===== config.mk =====
export PLATFORM = sky130hd
export DESIGN_NAME = icache_top
export DESIGN_NICKNAME = d
export VERILOG_FILES = /design/src/hw/icache_pkg.sv /design/src/hw/icache_request_latch.sv /design/src/hw/icache_tag_array.sv /design/src/hw/icache_data_array.sv /design/src/hw/icache_fill_fsm.sv /design/src/hw/icache_read_port.sv /design/src/hw/icache_top.sv
export VERILOG_INCLUDE_DIRS = /design/src /design/src/hw
export SDC_FILE = /design/constraint.sdc
export NUM_CORES = 1
export LEC_CHECK = 0
export BUFFER_PORTS_ARGS = -buffer_cell sky130_fd_sc_hd__buf_2
export CAP_MARGIN = 20
export CORE_ASPECT_RATIO = 0.75
export CORE_MARGIN = 2
export CORE_UTILIZATION = 45
export DETAILED_ROUTE_END_ITERATION = 16
export SLEW_MARGIN = 20
export SYNTH_ARGS = -nofsm -noshare
export SYNTH_HDL_FRONTEND = slang
export SYNTH_SLANG_ARGS = --single-unit

===== constraint.sdc =====
create_clock -name clk -period 16.3 [get_ports clk]
set_input_delay 2.445 -clock clk [delete_from_list [all_inputs] [get_ports clk]]
set_output_delay 2.445 -clock clk [all_outputs]
set_load 0.02 [all_outputs]

===== src/hw/icache_defs.svh =====
`ifndef ICACHE_DEFS_SVH
`define ICACHE_DEFS_SVH

// cpu word and address width
`define ICACHE_WORD_SIZE 16

// words per line and the offset field that picks one
`define ICACHE_LINE_WORDS 4
`define ICACHE_OFFSET_BITS 2

// direct mapped, four lines
`define ICACHE_INDEX_BITS 2
`define ICACHE_NUM_LINES (1 << `ICACHE_INDEX_BITS)

// whatever is left of the address above index and offset
`define ICACHE_TAG_BITS (`ICACHE_WORD_SIZE - `ICACHE_INDEX_BITS - `ICACHE_OFFSET_BITS)

// full line as fetched from memory, word 0 in the low bits
`define ICACHE_LINE_BITS (`ICACHE_LINE_WORDS * `ICACHE_WORD_SIZE)

`define ICACHE_COUNT_BITS 16

`endif


===== src/hw/icache_pkg.sv =====
`include "icache_defs.svh"

package icache_pkg;

    // address split as the cache sees it, high bits first
    typedef struct packed {
        logic [`ICACHE_TAG_BITS-1:0]    tag;
        logic [`ICACHE_INDEX_BITS-1:0]  index;
        logic [`ICACHE_OFFSET_BITS-1:0] offset;
    } icache_addr_fields_t;

    // same 16 bits, either as a plain word or by field
    typedef union packed {
        logic [`ICACHE_WORD_SIZE-1:0] raw;
        icache_addr_fields_t          fields;
    } icache_addr_t;

endpackage


===== src/hw/icache_request_latch.sv =====
`timescale 1ns/1ps

module icache_request_latch (
    input  logic                     clk,
    input  logic                     reset_n,
    input  icache_pkg::icache_addr_t cpu_address,
    input  logic                     accept,
    output icache_pkg::icache_addr_t req_addr
);

    // captured on the accepting edge only
    // the cpu may move on to its next address after cpu_ready,
    // so a refill in progress keeps working from this copy
    always_ff @(posedge clk) begin
        if (!reset_n) begin
            req_addr <= '0;
        end else if (accept) begin
            req_addr <= cpu_address;
        end
    end

endmodule


===== src/hw/icache_tag_array.sv =====
`timescale 1ns/1ps
`include "icache_defs.svh"

module icache_tag_array (
    input  logic                          clk,
    input  logic                          reset_n,
    input  logic [`ICACHE_INDEX_BITS-1:0] index,
    input  logic                          write_en,
    input  logic [`ICACHE_TAG_BITS-1:0]   write_tag,
    input  logic                          flush,
    output logic [`ICACHE_TAG_BITS-1:0]   read_tag,
    output logic                          read_valid
);

    logic [`ICACHE_TAG_BITS-1:0]  tags [`ICACHE_NUM_LINES];
    logic [`ICACHE_NUM_LINES-1:0] valid_bits;

    // tag storage and its registered read
    always_ff @(posedge clk) begin
        if (write_en) begin
            tags[index] <= write_tag;
        end
        read_tag <= tags[index];
    end

    // valid bits, cleared by reset or flush
    // read sees the value from before a same-edge update
    always_ff @(posedge clk) begin
        if (!reset_n) begin
            valid_bits <= '0;
            read_valid <= 1'b0;
        end else begin
            if (flush) begin
                valid_bits <= '0;
            end else if (write_en) begin
                valid_bits[index] <= 1'b1;
            end
            read_valid <= valid_bits[index];
        end
    end

endmodule


===== src/hw/icache_data_array.sv =====
`timescale 1ns/1ps
`include "icache_defs.svh"

module icache_data_array (
    input  logic                          clk,
    input  logic [`ICACHE_INDEX_BITS-1:0] index,
    input  logic                          write_en,
    input  logic [`ICACHE_LINE_BITS-1:0]  write_line,
    output logic [`ICACHE_LINE_BITS-1:0]  read_line
);

    logic [`ICACHE_LINE_BITS-1:0] lines [`ICACHE_NUM_LINES];

    // whole line replaced at once on a refill
    always_ff @(posedge clk) begin
        if (write_en) begin
            lines[index] <= write_line;
        end
    end

    // registered read, old contents on a same-edge write
    always_ff @(posedge clk) begin
        read_line <= lines[index];
    end

endmodule


===== src/hw/icache_fill_fsm.sv =====
`timescale 1ns/1ps
`include "icache_defs.svh"

module icache_fill_fsm (
    input  logic                          clk,
    input  logic                          reset_n,
    input  logic                          cpu_valid,
    input  logic                          flush,
    input  icache_pkg::icache_addr_t      req_addr,
    input  logic [`ICACHE_TAG_BITS-1:0]   read_tag,
    input  logic                          read_valid,
    input  logic                          mem_ready,
    output logic                          accept,
    output logic [`ICACHE_INDEX_BITS-1:0] array_index,
    output logic                          array_write,
    output logic                          flush_go,
    output logic                          mem_read,
    output logic [`ICACHE_WORD_SIZE-1:0]  mem_address,
    output logic                          hit_strobe,
    output logic                          miss_strobe
);

    import icache_pkg::*;

    localparam logic [1:0] IDLE     = 2'd0;
    localparam logic [1:0] COMPARE  = 2'd1;
    localparam logic [1:0] ALLOCATE = 2'd2;

    logic [1:0]   state;
    logic [1:0]   state_next;
    logic         reread;
    logic         tag_match;
    icache_addr_t line_addr;

    // one request at a time, flush only between requests
    assign accept   = (state == IDLE) && cpu_valid;
    assign flush_go = (state == IDLE) && flush;

    // arrays always look at the latched index
    assign array_index = req_addr.fields.index;

    // array outputs belong to the latched request once the re-read is done
    assign tag_match   = read_valid && (read_tag == req_addr.fields.tag);
    assign hit_strobe  = (state == COMPARE) && !reread && tag_match;
    assign miss_strobe = (state == COMPARE) && !reread && !tag_match;

    // line-aligned fetch address
    always_comb begin
        line_addr               = req_addr;
        line_addr.fields.offset = '0;
    end
    assign mem_address = line_addr.raw;

    // fetch held until memory answers, dropped during the re-read cycle
    assign mem_read    = (state == ALLOCATE) && !reread;
    assign array_write = mem_read && mem_ready;

    always_comb begin
        state_next = state;
        case (state)
            IDLE: begin
                if (cpu_valid) begin
                    state_next = COMPARE;
                end
            end
            COMPARE: begin
                // first cycle after accept only reads the latched index
                if (!reread) begin
                    if (tag_match) begin
                        state_next = IDLE;
                    end else begin
                        state_next = ALLOCATE;
                    end
                end
            end
            ALLOCATE: begin
                // new line written last edge, arrays read it back now
                if (reread) begin
                    state_next = COMPARE;
                end
            end
            default: begin
                state_next = IDLE;
            end
        endcase
    end

    // arrays need one more edge after the latch or a refill write
    always_ff @(posedge clk) begin
        if (!reset_n) begin
            state  <= IDLE;
            reread <= 1'b0;
        end else begin
            state  <= state_next;
            reread <= accept || array_write;
        end
    end

endmodule


===== src/hw/icache_read_port.sv =====
`timescale 1ns/1ps
`include "icache_defs.svh"

module icache_read_port (
    input  logic                          clk,
    input  logic                          reset_n,
    input  icache_pkg::icache_addr_t      req_addr,
    input  logic [`ICACHE_LINE_BITS-1:0]  read_line,
    input  logic                          hit_strobe,
    input  logic                          miss_strobe,
    output logic                          cpu_ready,
    output logic [`ICACHE_WORD_SIZE-1:0]  cpu_data,
    output logic [`ICACHE_COUNT_BITS-1:0] hit_count,
    output logic [`ICACHE_COUNT_BITS-1:0] miss_count
);

    logic [`ICACHE_WORD_SIZE-1:0] selected_word;
    logic                         miss_pending;

    // word 0 in the low bits of the line
    assign selected_word =
        read_line[req_addr.fields.offset * `ICACHE_WORD_SIZE +: `ICACHE_WORD_SIZE];

    always_ff @(posedge clk) begin
        if (hit_strobe) begin
            cpu_data <= selected_word;
        end
    end

    // a missed request ends on the re-compare hit, which is not a real hit
    always_ff @(posedge clk) begin
        if (!reset_n) begin
            cpu_ready    <= 1'b0;
            miss_pending <= 1'b0;
            hit_count    <= '0;
            miss_count   <= '0;
        end else begin
            cpu_ready <= hit_strobe;
            if (miss_strobe) begin
                miss_pending <= 1'b1;
                miss_count   <= miss_count + 1'b1;
            end else if (hit_strobe) begin
                miss_pending <= 1'b0;
                if (!miss_pending) begin
                    hit_count <= hit_count + 1'b1;
                end
            end
        end
    end

endmodule


===== src/hw/icache_top.sv =====
`timescale 1ns/1ps
`include "icache_defs.svh"

module icache_top (
    input  logic                          clk,
    input  logic                          reset_n,
    input  logic                          cpu_valid,
    input  logic [`ICACHE_WORD_SIZE-1:0]  cpu_address,
    input  logic                          flush,
    output logic                          cpu_ready,
    output logic [`ICACHE_WORD_SIZE-1:0]  cpu_data,
    output logic                          mem_read,
    output logic [`ICACHE_WORD_SIZE-1:0]  mem_address,
    input  logic [`ICACHE_LINE_BITS-1:0]  mem_data,
    input  logic                          mem_ready,
    output logic [`ICACHE_COUNT_BITS-1:0] hit_count,
    output logic [`ICACHE_COUNT_BITS-1:0] miss_count
);

    import icache_pkg::*;

    icache_addr_t                  req_addr;
    logic                          accept;
    logic [`ICACHE_INDEX_BITS-1:0] array_index;
    logic                          array_write;
    logic                          flush_go;
    logic [`ICACHE_TAG_BITS-1:0]   read_tag;
    logic                          read_valid;
    logic [`ICACHE_LINE_BITS-1:0]  read_line;
    logic                          hit_strobe;
    logic                          miss_strobe;

    // decode
    icache_request_latch i_request_latch (
        .clk         (clk),
        .reset_n     (reset_n),
        .cpu_address (cpu_address),
        .accept      (accept),
        .req_addr    (req_addr)
    );

    icache_tag_array i_tag_array (
        .clk        (clk),
        .reset_n    (reset_n),
        .index      (array_index),
        .write_en   (array_write),
        .write_tag  (req_addr.fields.tag),
        .flush      (flush_go),
        .read_tag   (read_tag),
        .read_valid (read_valid)
    );

    // refill data goes straight from memory into the line
    icache_data_array i_data_array (
        .clk        (clk),
        .index      (array_index),
        .write_en   (array_write),
        .write_line (mem_data),
        .read_line  (read_line)
    );

    // execute
    icache_fill_fsm i_fill_fsm (
        .clk         (clk),
        .reset_n     (reset_n),
        .cpu_valid   (cpu_valid),
        .flush       (flush),
        .req_addr    (req_addr),
        .read_tag    (read_tag),
        .read_valid  (read_valid),
        .mem_ready   (mem_ready),
        .accept      (accept),
        .array_index (array_index),
        .array_write (array_write),
        .flush_go    (flush_go),
        .mem_read    (mem_read),
        .mem_address (mem_address),
        .hit_strobe  (hit_strobe),
        .miss_strobe (miss_strobe)
    );

    // result
    icache_read_port i_read_port (
        .clk         (clk),
        .reset_n     (reset_n),
        .req_addr    (req_addr),
        .read_line   (read_line),
        .hit_strobe  (hit_strobe),
        .miss_strobe (miss_strobe),
        .cpu_ready   (cpu_ready),
        .cpu_data    (cpu_data),
        .hit_count   (hit_count),
        .miss_count  (miss_count)
    );

endmodule


==> impl_metrics.yaml, run 1 <==
critical_path:
  cp.buffers_inverters: 1
  slowest_stage: "sky130_fd_sc_hd__dfxtp_4"
  crit_fanout: 47
  critical_path_required_ns: 13.86
  worstSetupStartpointType: "register"
  worstPathArrival_ns: 1.83
  timing.critical_path.slowest_cell_delay_ns: 0.97
  worst_reg_to_reg_path_cell_count: 5
  depth_of_the_critical_timing_path_with_buffers_and_inverters_included: 1
  critPathTopFamily: "flip-flops"
  worstPathCellList: "buf_2"
  setup.worst_path.end_class: "primary output"
  setup.worst_path.class: "reg2out"
worst_hold_path:
  holdCritPathClass: "reg2reg"
  min_delay_path_depth: 2
yosys:
  post_synth_instance_area_mm2: 0.0161
  synth.lib_cells_used.distinct: 37
  synth-async-reset-ratio_pct: 0
  post_synth_inst_count: 849
  synth_area_in_compound_gates_pct: 2.71
  synth-simple-area-share_pct: 4.60
  dominant_combinational_cell_family_by_area_after_synthesis: "multiplexers"
  synth-xor-area-share_pct: 0.708
  synth-warning-count: 0
  yosysSeqAreaShare_pct: 76.4
  synth_top_flop_cell: "sky130_fd_sc_hd__edfxtp_1"
  synthMuxAreaShare_pct: 13.5
  synthAdderAreaFrac_pct: 0.156
  number_of_synthesized_register_bits: 454
  synthesis.area_per_instance_um2: 19.0
  synth-edff-count: 320
sta:
  post-route-period-util_pct: 26.2
  hold_violations: 0
  slew_headroom_pct: 36.5
  final.setup_skew_ns: 0.0173
  report.final.slew_viol_count: 0
  layout_min_cycle_time_ns: 4.28
  timing.fmax_mhz: 234
  tightest_slew_ns: 0.952
  timing.final.setup_violations: 0
  fin_tns_setup_ns: 0
  setup_repair_after_global_routing_missed_its_margin: "false"
detailed_routing:
  wl_met3_mm: 1.62
  drt-vias-per-instance: 5.39
  violation_count_after_the_first_detailed_route_iteration: 629
  top_layer_used: "met5"
  wire_per_inst_um: 21.8
  routed_wirelength_mm: 32.6
  met2RoutedLength_mm: 14.4
  detail_route.wirelength.met1_mm: 15.9
  detail_route.drc_violations: 0
  remaining_antenna_violation_count_after_routing: 0
  count_of_vias_placed_by_the_detailed_router: 8068
  drt_first_pass_iters: 5
floorplanning:
  core_area_mm2: 0.0350
  die_width_um: 222
  initial_core_util_pct: 46.0
  fp.dieH_um: 168
  rows: 59
  fp.dieArea_mm2: 0.0373
  io_pins: 151
final_layout:
  fin_cells: 1498
  number_of_fill_cells: 2781
  final_cell_mix: "sky130_fd_sc_hd__edfxtp_1, sky130_fd_sc_hd__buf_2, sky130_fd_sc_hd__dfxtp_1, sky130_fd_sc_hd__mux4_2, sky130_fd_sc_hd__nand2_1"
  layout_commonest_cell: "sky130_fd_sc_hd__edfxtp_1"
  multi_input_area_mm2: 0.00352
  layout-area-overhead-vs-synth_pct: 16.1
  fin_nets: 1089
  drive_above_1_share_pct: 31.6
  layout.area.seq_mm2: 0.0123
clocking:
  cts.reportedPaths.clkPinSlew_ns: 0.06
  cts-buffers-inserted: 44
  post-cts-setup-buffers: 0
  clkLatencyLatePin_ns: 0.56
  clock_tree.root_cell: "sky130_fd_sc_hd__clkbuf_16"
  cts-hold-fix-buffers: 0
  cts_max_level: 2
  tritoncts_clock_tree: "done"
  cts_sinks: 454
  clockBufferDepth: 3
  cts_resized: 0
global_routing:
  first_pass_grt_wire_length_mm: 49.1
  grt_pass1_vias: 7868
  antenna_violations_before_repair: 3
  pin_count_of_the_biggest_net_entering_global_routing: 51
  gr-total-overflow: 0
  grtUsageTotal_pct: 17.5
run_status:
  run_status: "complete, no violations"
placed_design:
  dp_hpwl_mm: 19.7
  numPlacedInstances: 1413
  gp_congestion: 0.767
  port_buffers: 148
run:
  max_cap_viol_count: 0
pwr:
  power.density_cell_area_mw_per_mm2: 127
  ir_drop_mv: 0.0825
  leakage_nw: 6.29
## registers in the layout, summed over array words and instances, names as in the netlist, 4 cells and up
register	cells
i_data_array.lines	256
i_data_array.read_line	64
i_read_port.cpu_data	16
i_read_port.hit_count	16
i_read_port.miss_count	16
i_request_latch.req_addr	16
i_tag_array.read_tag	12
i_tag_array.tags	48
i_tag_array.valid_bits	4
## per-layer routing
layer  vias up  GRT usage [%]
met4         2           4.99
met3        50           3.49
li1       3674              -
met2       195           25.1
met5         -              0
met1      4147           27.4
## through the flow
stage	worst slack, ns	instance area (um2)	utilization [%]	power (mW)	hold WS (ns)
final	12.02	18700	53.4	2.38	0.462
after global routing	11.84	18700	53.4	2.46	0.486
after CTS	11.90	18700	53.4	2.40	0.466
after detailed placement	11.63	17300	49.3	1.41	0.457
after global placement	11.63	17300	49.3	1.41	0.448
after floorplan	7.43	16100	-	1.37	0.435
## final timing paths
| check | slack (ns) | start | end |
|---|---|---|---|
| worst max register to register | 13.05 | i_request_latch.req_addr[3] | i_data_array.lines[2][60] |
| worst min register to register | 0.46 | i_request_latch.req_addr[1] | i_request_latch.req_addr[1] |
| worst max-delay path | 12.02 | i_request_latch.req_addr[2] | mem_address[2] |
| worst min-delay path | 0.46 | i_request_latch.req_addr[1] | i_request_latch.req_addr[1] |
## power breakdown
part	leakage [nW]	switching [mW]	total, mW	internal (mW)
combinational	1.58	0.0520	0.102	0.0500
sequential	4.01	0.0236	1.29	1.26
clock	0.691	0.421	0.991	0.570
total	6.29	0.496	2.38	1.88
## worst register-to-register path, cell delays in order, from the launching register on
cell and delay [ns]:
sky130_fd_sc_hd__dfxtp_4 0.69, sky130_fd_sc_hd__buf_4 0.72, sky130_fd_sc_hd__nand2_1 0.21, sky130_fd_sc_hd__nor2_4 0.11, sky130_fd_sc_hd__buf_4 0.48, sky130_fd_sc_hd__buf_4 0.64
## synthesized netlist by cell type, types with 4 or more instances
| cell | count | area share [%] |
|---|---|---|
| sky130_fd_sc_hd__o31ai_1 | 21 | 0.98 |
| sky130_fd_sc_hd__nand2b_1 | 4 | 0.16 |
| sky130_fd_sc_hd__nand4_1 | 7 | 0.27 |
| sky130_fd_sc_hd__nor2_1 | 16 | 0.37 |
| sky130_fd_sc_hd__inv_1 | 9 | 0.21 |
| sky130_fd_sc_hd__nor3_1 | 4 | 0.12 |
| sky130_fd_sc_hd__edfxtp_1 | 320 | 60 |
| sky130_fd_sc_hd__a21oi_1 | 42 | 1.3 |
| sky130_fd_sc_hd__mux2i_1 | 7 | 0.44 |
| sky130_fd_sc_hd__o21a_1 | 5 | 0.23 |
| sky130_fd_sc_hd__mux4_2 | 93 | 13 |
| sky130_fd_sc_hd__dfxtp_1 | 134 | 17 |
| sky130_fd_sc_hd__nor4_1 | 5 | 0.19 |
| sky130_fd_sc_hd__nand3_1 | 10 | 0.31 |
| sky130_fd_sc_hd__clkbuf_1 | 24 | 0.56 |
| sky130_fd_sc_hd__xor2_1 | 12 | 0.65 |
| sky130_fd_sc_hd__or4_1 | 21 | 0.98 |
| sky130_fd_sc_hd__nand2_1 | 53 | 1.2 |
| sky130_fd_sc_hd__or3_1 | 6 | 0.23 |
| sky130_fd_sc_hd__buf_4 | 16 | 0.75 |
| sky130_fd_sc_hd__buf_2 | 12 | 0.37 |
## kinds of logic after synthesis
group | after synthesis
compound gates | 74
xor+xnor | 13
fa+ha+maj | 2
buf+inv | 64
flops | 454
mux | 100
other cells | 1
simple gates | 141
## layout make-up
cell class,instances,share of cell area [%]
tap,457,3.06
clock inverter,20,1.10
antenna,3,0.0402
multi-input combinational,332,18.8
sequential,454,65.8
timing repair buffer,161,4.49
inverter,9,0.181
clock buffer,62,6.47
Power figures use the tool's default switching activity.
==> run 2: changes to the inputs <==
==> constraint.sdc (replaced) <==
create_clock -name clk -period 4.25 [get_ports clk]
set_input_delay 0.6375 -clock clk [delete_from_list [all_inputs] [get_ports clk]]
set_output_delay 0.6375 -clock clk [all_outputs]
set_load 0.02 [all_outputs]
==> impl_metrics.yaml, run 2 (synthesized netlist as in run 1, its figures left out) <==
pwr:
  power.density_cell_area_mw_per_mm2: 488
  seq_power_share_pct: 54.0
  leakage_nw: 6.31
  ir_drop_mv: 0.249
  p_switching_mw: 1.93
  totalPowerFinal_mw: 9.16
  gate_power_share_pct: 4.2
  internal_power_of_the_cells_mw: 7.22
  power_frac_clock_pct: 41.9
  swShare_pct: 21.1
sta:
  report.final.slew_viol_count: 0
  post-route-period-util_pct: 63.7
  final.setup_skew_ns: 0.0139
  hold_violations: 0
  layout_min_cycle_time_ns: 2.71
  timing.fmax_mhz: 369
  setup_repair_after_global_routing_missed_its_margin: "false"
  timing.final.setup_violations: 0
  tightest_slew_ns: 0.935
  holdWs_ns: 0.303
  timing.final.ws_setup_ns: 1.54
  slew_headroom_pct: 37.6
global_routing:
  grt_use_met2_pct: 25.5
  gr-total-overflow: 0
  grtUsageTotal_pct: 18.0
  grt_pass1_vias: 8063
  globalRouteMet3Util_pct: 3.58
  grt_most_used_layer: "met1"
  antenna_violations_before_repair: 6
  pin_count_of_the_biggest_net_entering_global_routing: 61
  grtUsageMet1_pct: 28.3
  first_pass_grt_wire_length_mm: 50.2
clocking:
  cts-buffers-inserted: 45
  clock_tree.root_cell: "sky130_fd_sc_hd__clkbuf_16"
  cts-hold-fix-buffers: 0
  clockBufferDepth: 3
  cts_sinks: 454
  tritoncts_clock_tree: "done"
  clkLatencyLatePin_ns: 0.54
  cts.reportedPaths.clkPinSlew_ns: 0.06
  cts_resized: 0
  cts_max_level: 2
  post-cts-setup-buffers: 0
run_status:
  run_status: "complete, no violations"
final_layout:
  largest_reg_flops: 256
  leading_registers_by_flop_count: "i_data_array.lines (256), i_data_array.read_line (64), i_tag_array.tags (48)"
  drive_above_1_share_pct: 32.3
  max_flop_register: "i_data_array.lines"
  final_cell_mix: "sky130_fd_sc_hd__edfxtp_1, sky130_fd_sc_hd__buf_2, sky130_fd_sc_hd__dfxtp_1, sky130_fd_sc_hd__mux4_2, sky130_fd_sc_hd__nand2_1"
  layout.cell_area.non_filler_mm2: 0.0188
  layout-area-overhead-vs-synth_pct: 16.6
  fin_nets: 1088
  fin_cells: 1495
  layout_commonest_cell: "sky130_fd_sc_hd__edfxtp_1"
floorplanning:
  die_width_um: 222
  fp.dieArea_mm2: 0.0373
  fp.dieH_um: 168
  initial_core_util_pct: 46.0
  rows: 59
  core_area_mm2: 0.0350
  io_pins: 151
detailed_routing:
  detail_route.drc_violations: 0
  routed_wirelength_mm: 33.1
  count_of_vias_placed_by_the_detailed_router: 8205
  drt_first_pass_iters: 5
  remaining_antenna_violation_count_after_routing: 0
  drt-vias-per-instance: 5.49
  wire_per_inst_um: 22.2
  violation_count_after_the_first_detailed_route_iteration: 691
critical_path:
  setup.worst_path.class: "reg2reg"
  setup.reg_to_reg.worst_slack_ns: 1.54
  worstPathArrival_ns: 2.96
  crit_fanout: 60
  setup.worst_path.end_class: "register"
  critical_path_required_ns: 4.50
  worstSetupStartpointType: "register"
worst_hold_path:
  holdCritPathClass: "in2reg"
placed_design:
  numPlacedInstances: 1410
  placement.cell_area_mm2: 0.0173
  gp_congestion: 0.761
  dp_hpwl_mm: 20.2
  port_buffers: 148
  detailedPlace.worstSlack_ns: 1.40
run:
  max_cap_viol_count: 0
==> run 2: layout make-up <==
type / instances / area, um2
flip-flops and latches: 454 / 12300
well taps: 457 / 572
inverters: 9 / 33.8
clock inverters: 26 / 176
clock buffers: 57 / 1270
repair buffers: 159 / 877
fillers: 2828 / 16200
multi-input cells: 332 / 3520
diodes: 1 / 2.50
==> run 2: path summary, 6_finish.rpt <==
check	from	to	depth (start not counted)
min reg2reg	i_tag_array.valid_bits[1]	i_tag_array.valid_bits[1]	1
max	i_request_latch.req_addr[2]	i_data_array.lines[2][36]	3
max reg2reg	i_request_latch.req_addr[2]	i_data_array.lines[2][36]	3
min	mem_data[63]	i_data_array.lines[3][63]	1
==> run 2: layer usage <==
metal / vias up / routed length, um
li1: 3677 / -
met2: 229 / 14500
met5: - / 9
met4: 2 / 600
met1: 4248 / 16100
met3: 49 / 1890
==> run 2: power groups by stage <==
stage                     clock network (mW)  registers (mW)  logic (mW)
after CTS                               3.92            4.95       0.387
after global placement                     0            5.04       0.379
after floorplan                            0            4.97       0.292
after detailed placement                   0            5.04       0.385
final                                   3.83            4.94       0.381
after global routing                    4.10            4.96       0.416
==> run 2: metrics by stage <==
stage	utilization (%)	TNS, ns
2_1_floorplan	-	-42.65
3_3_place_gp	49.4	0
3_5_place_dp	49.4	0
4_1_cts	53.6	0
5_1_grt	53.6	0
6_report	53.6	0
==> run 2: worst max-delay path: stages, from the launching register on <==
cell and delay [ns]:
sky130_fd_sc_hd__dfxtp_4 0.90, sky130_fd_sc_hd__buf_4 0.82, sky130_fd_sc_hd__nor2_4 0.30, sky130_fd_sc_hd__buf_12 0.32
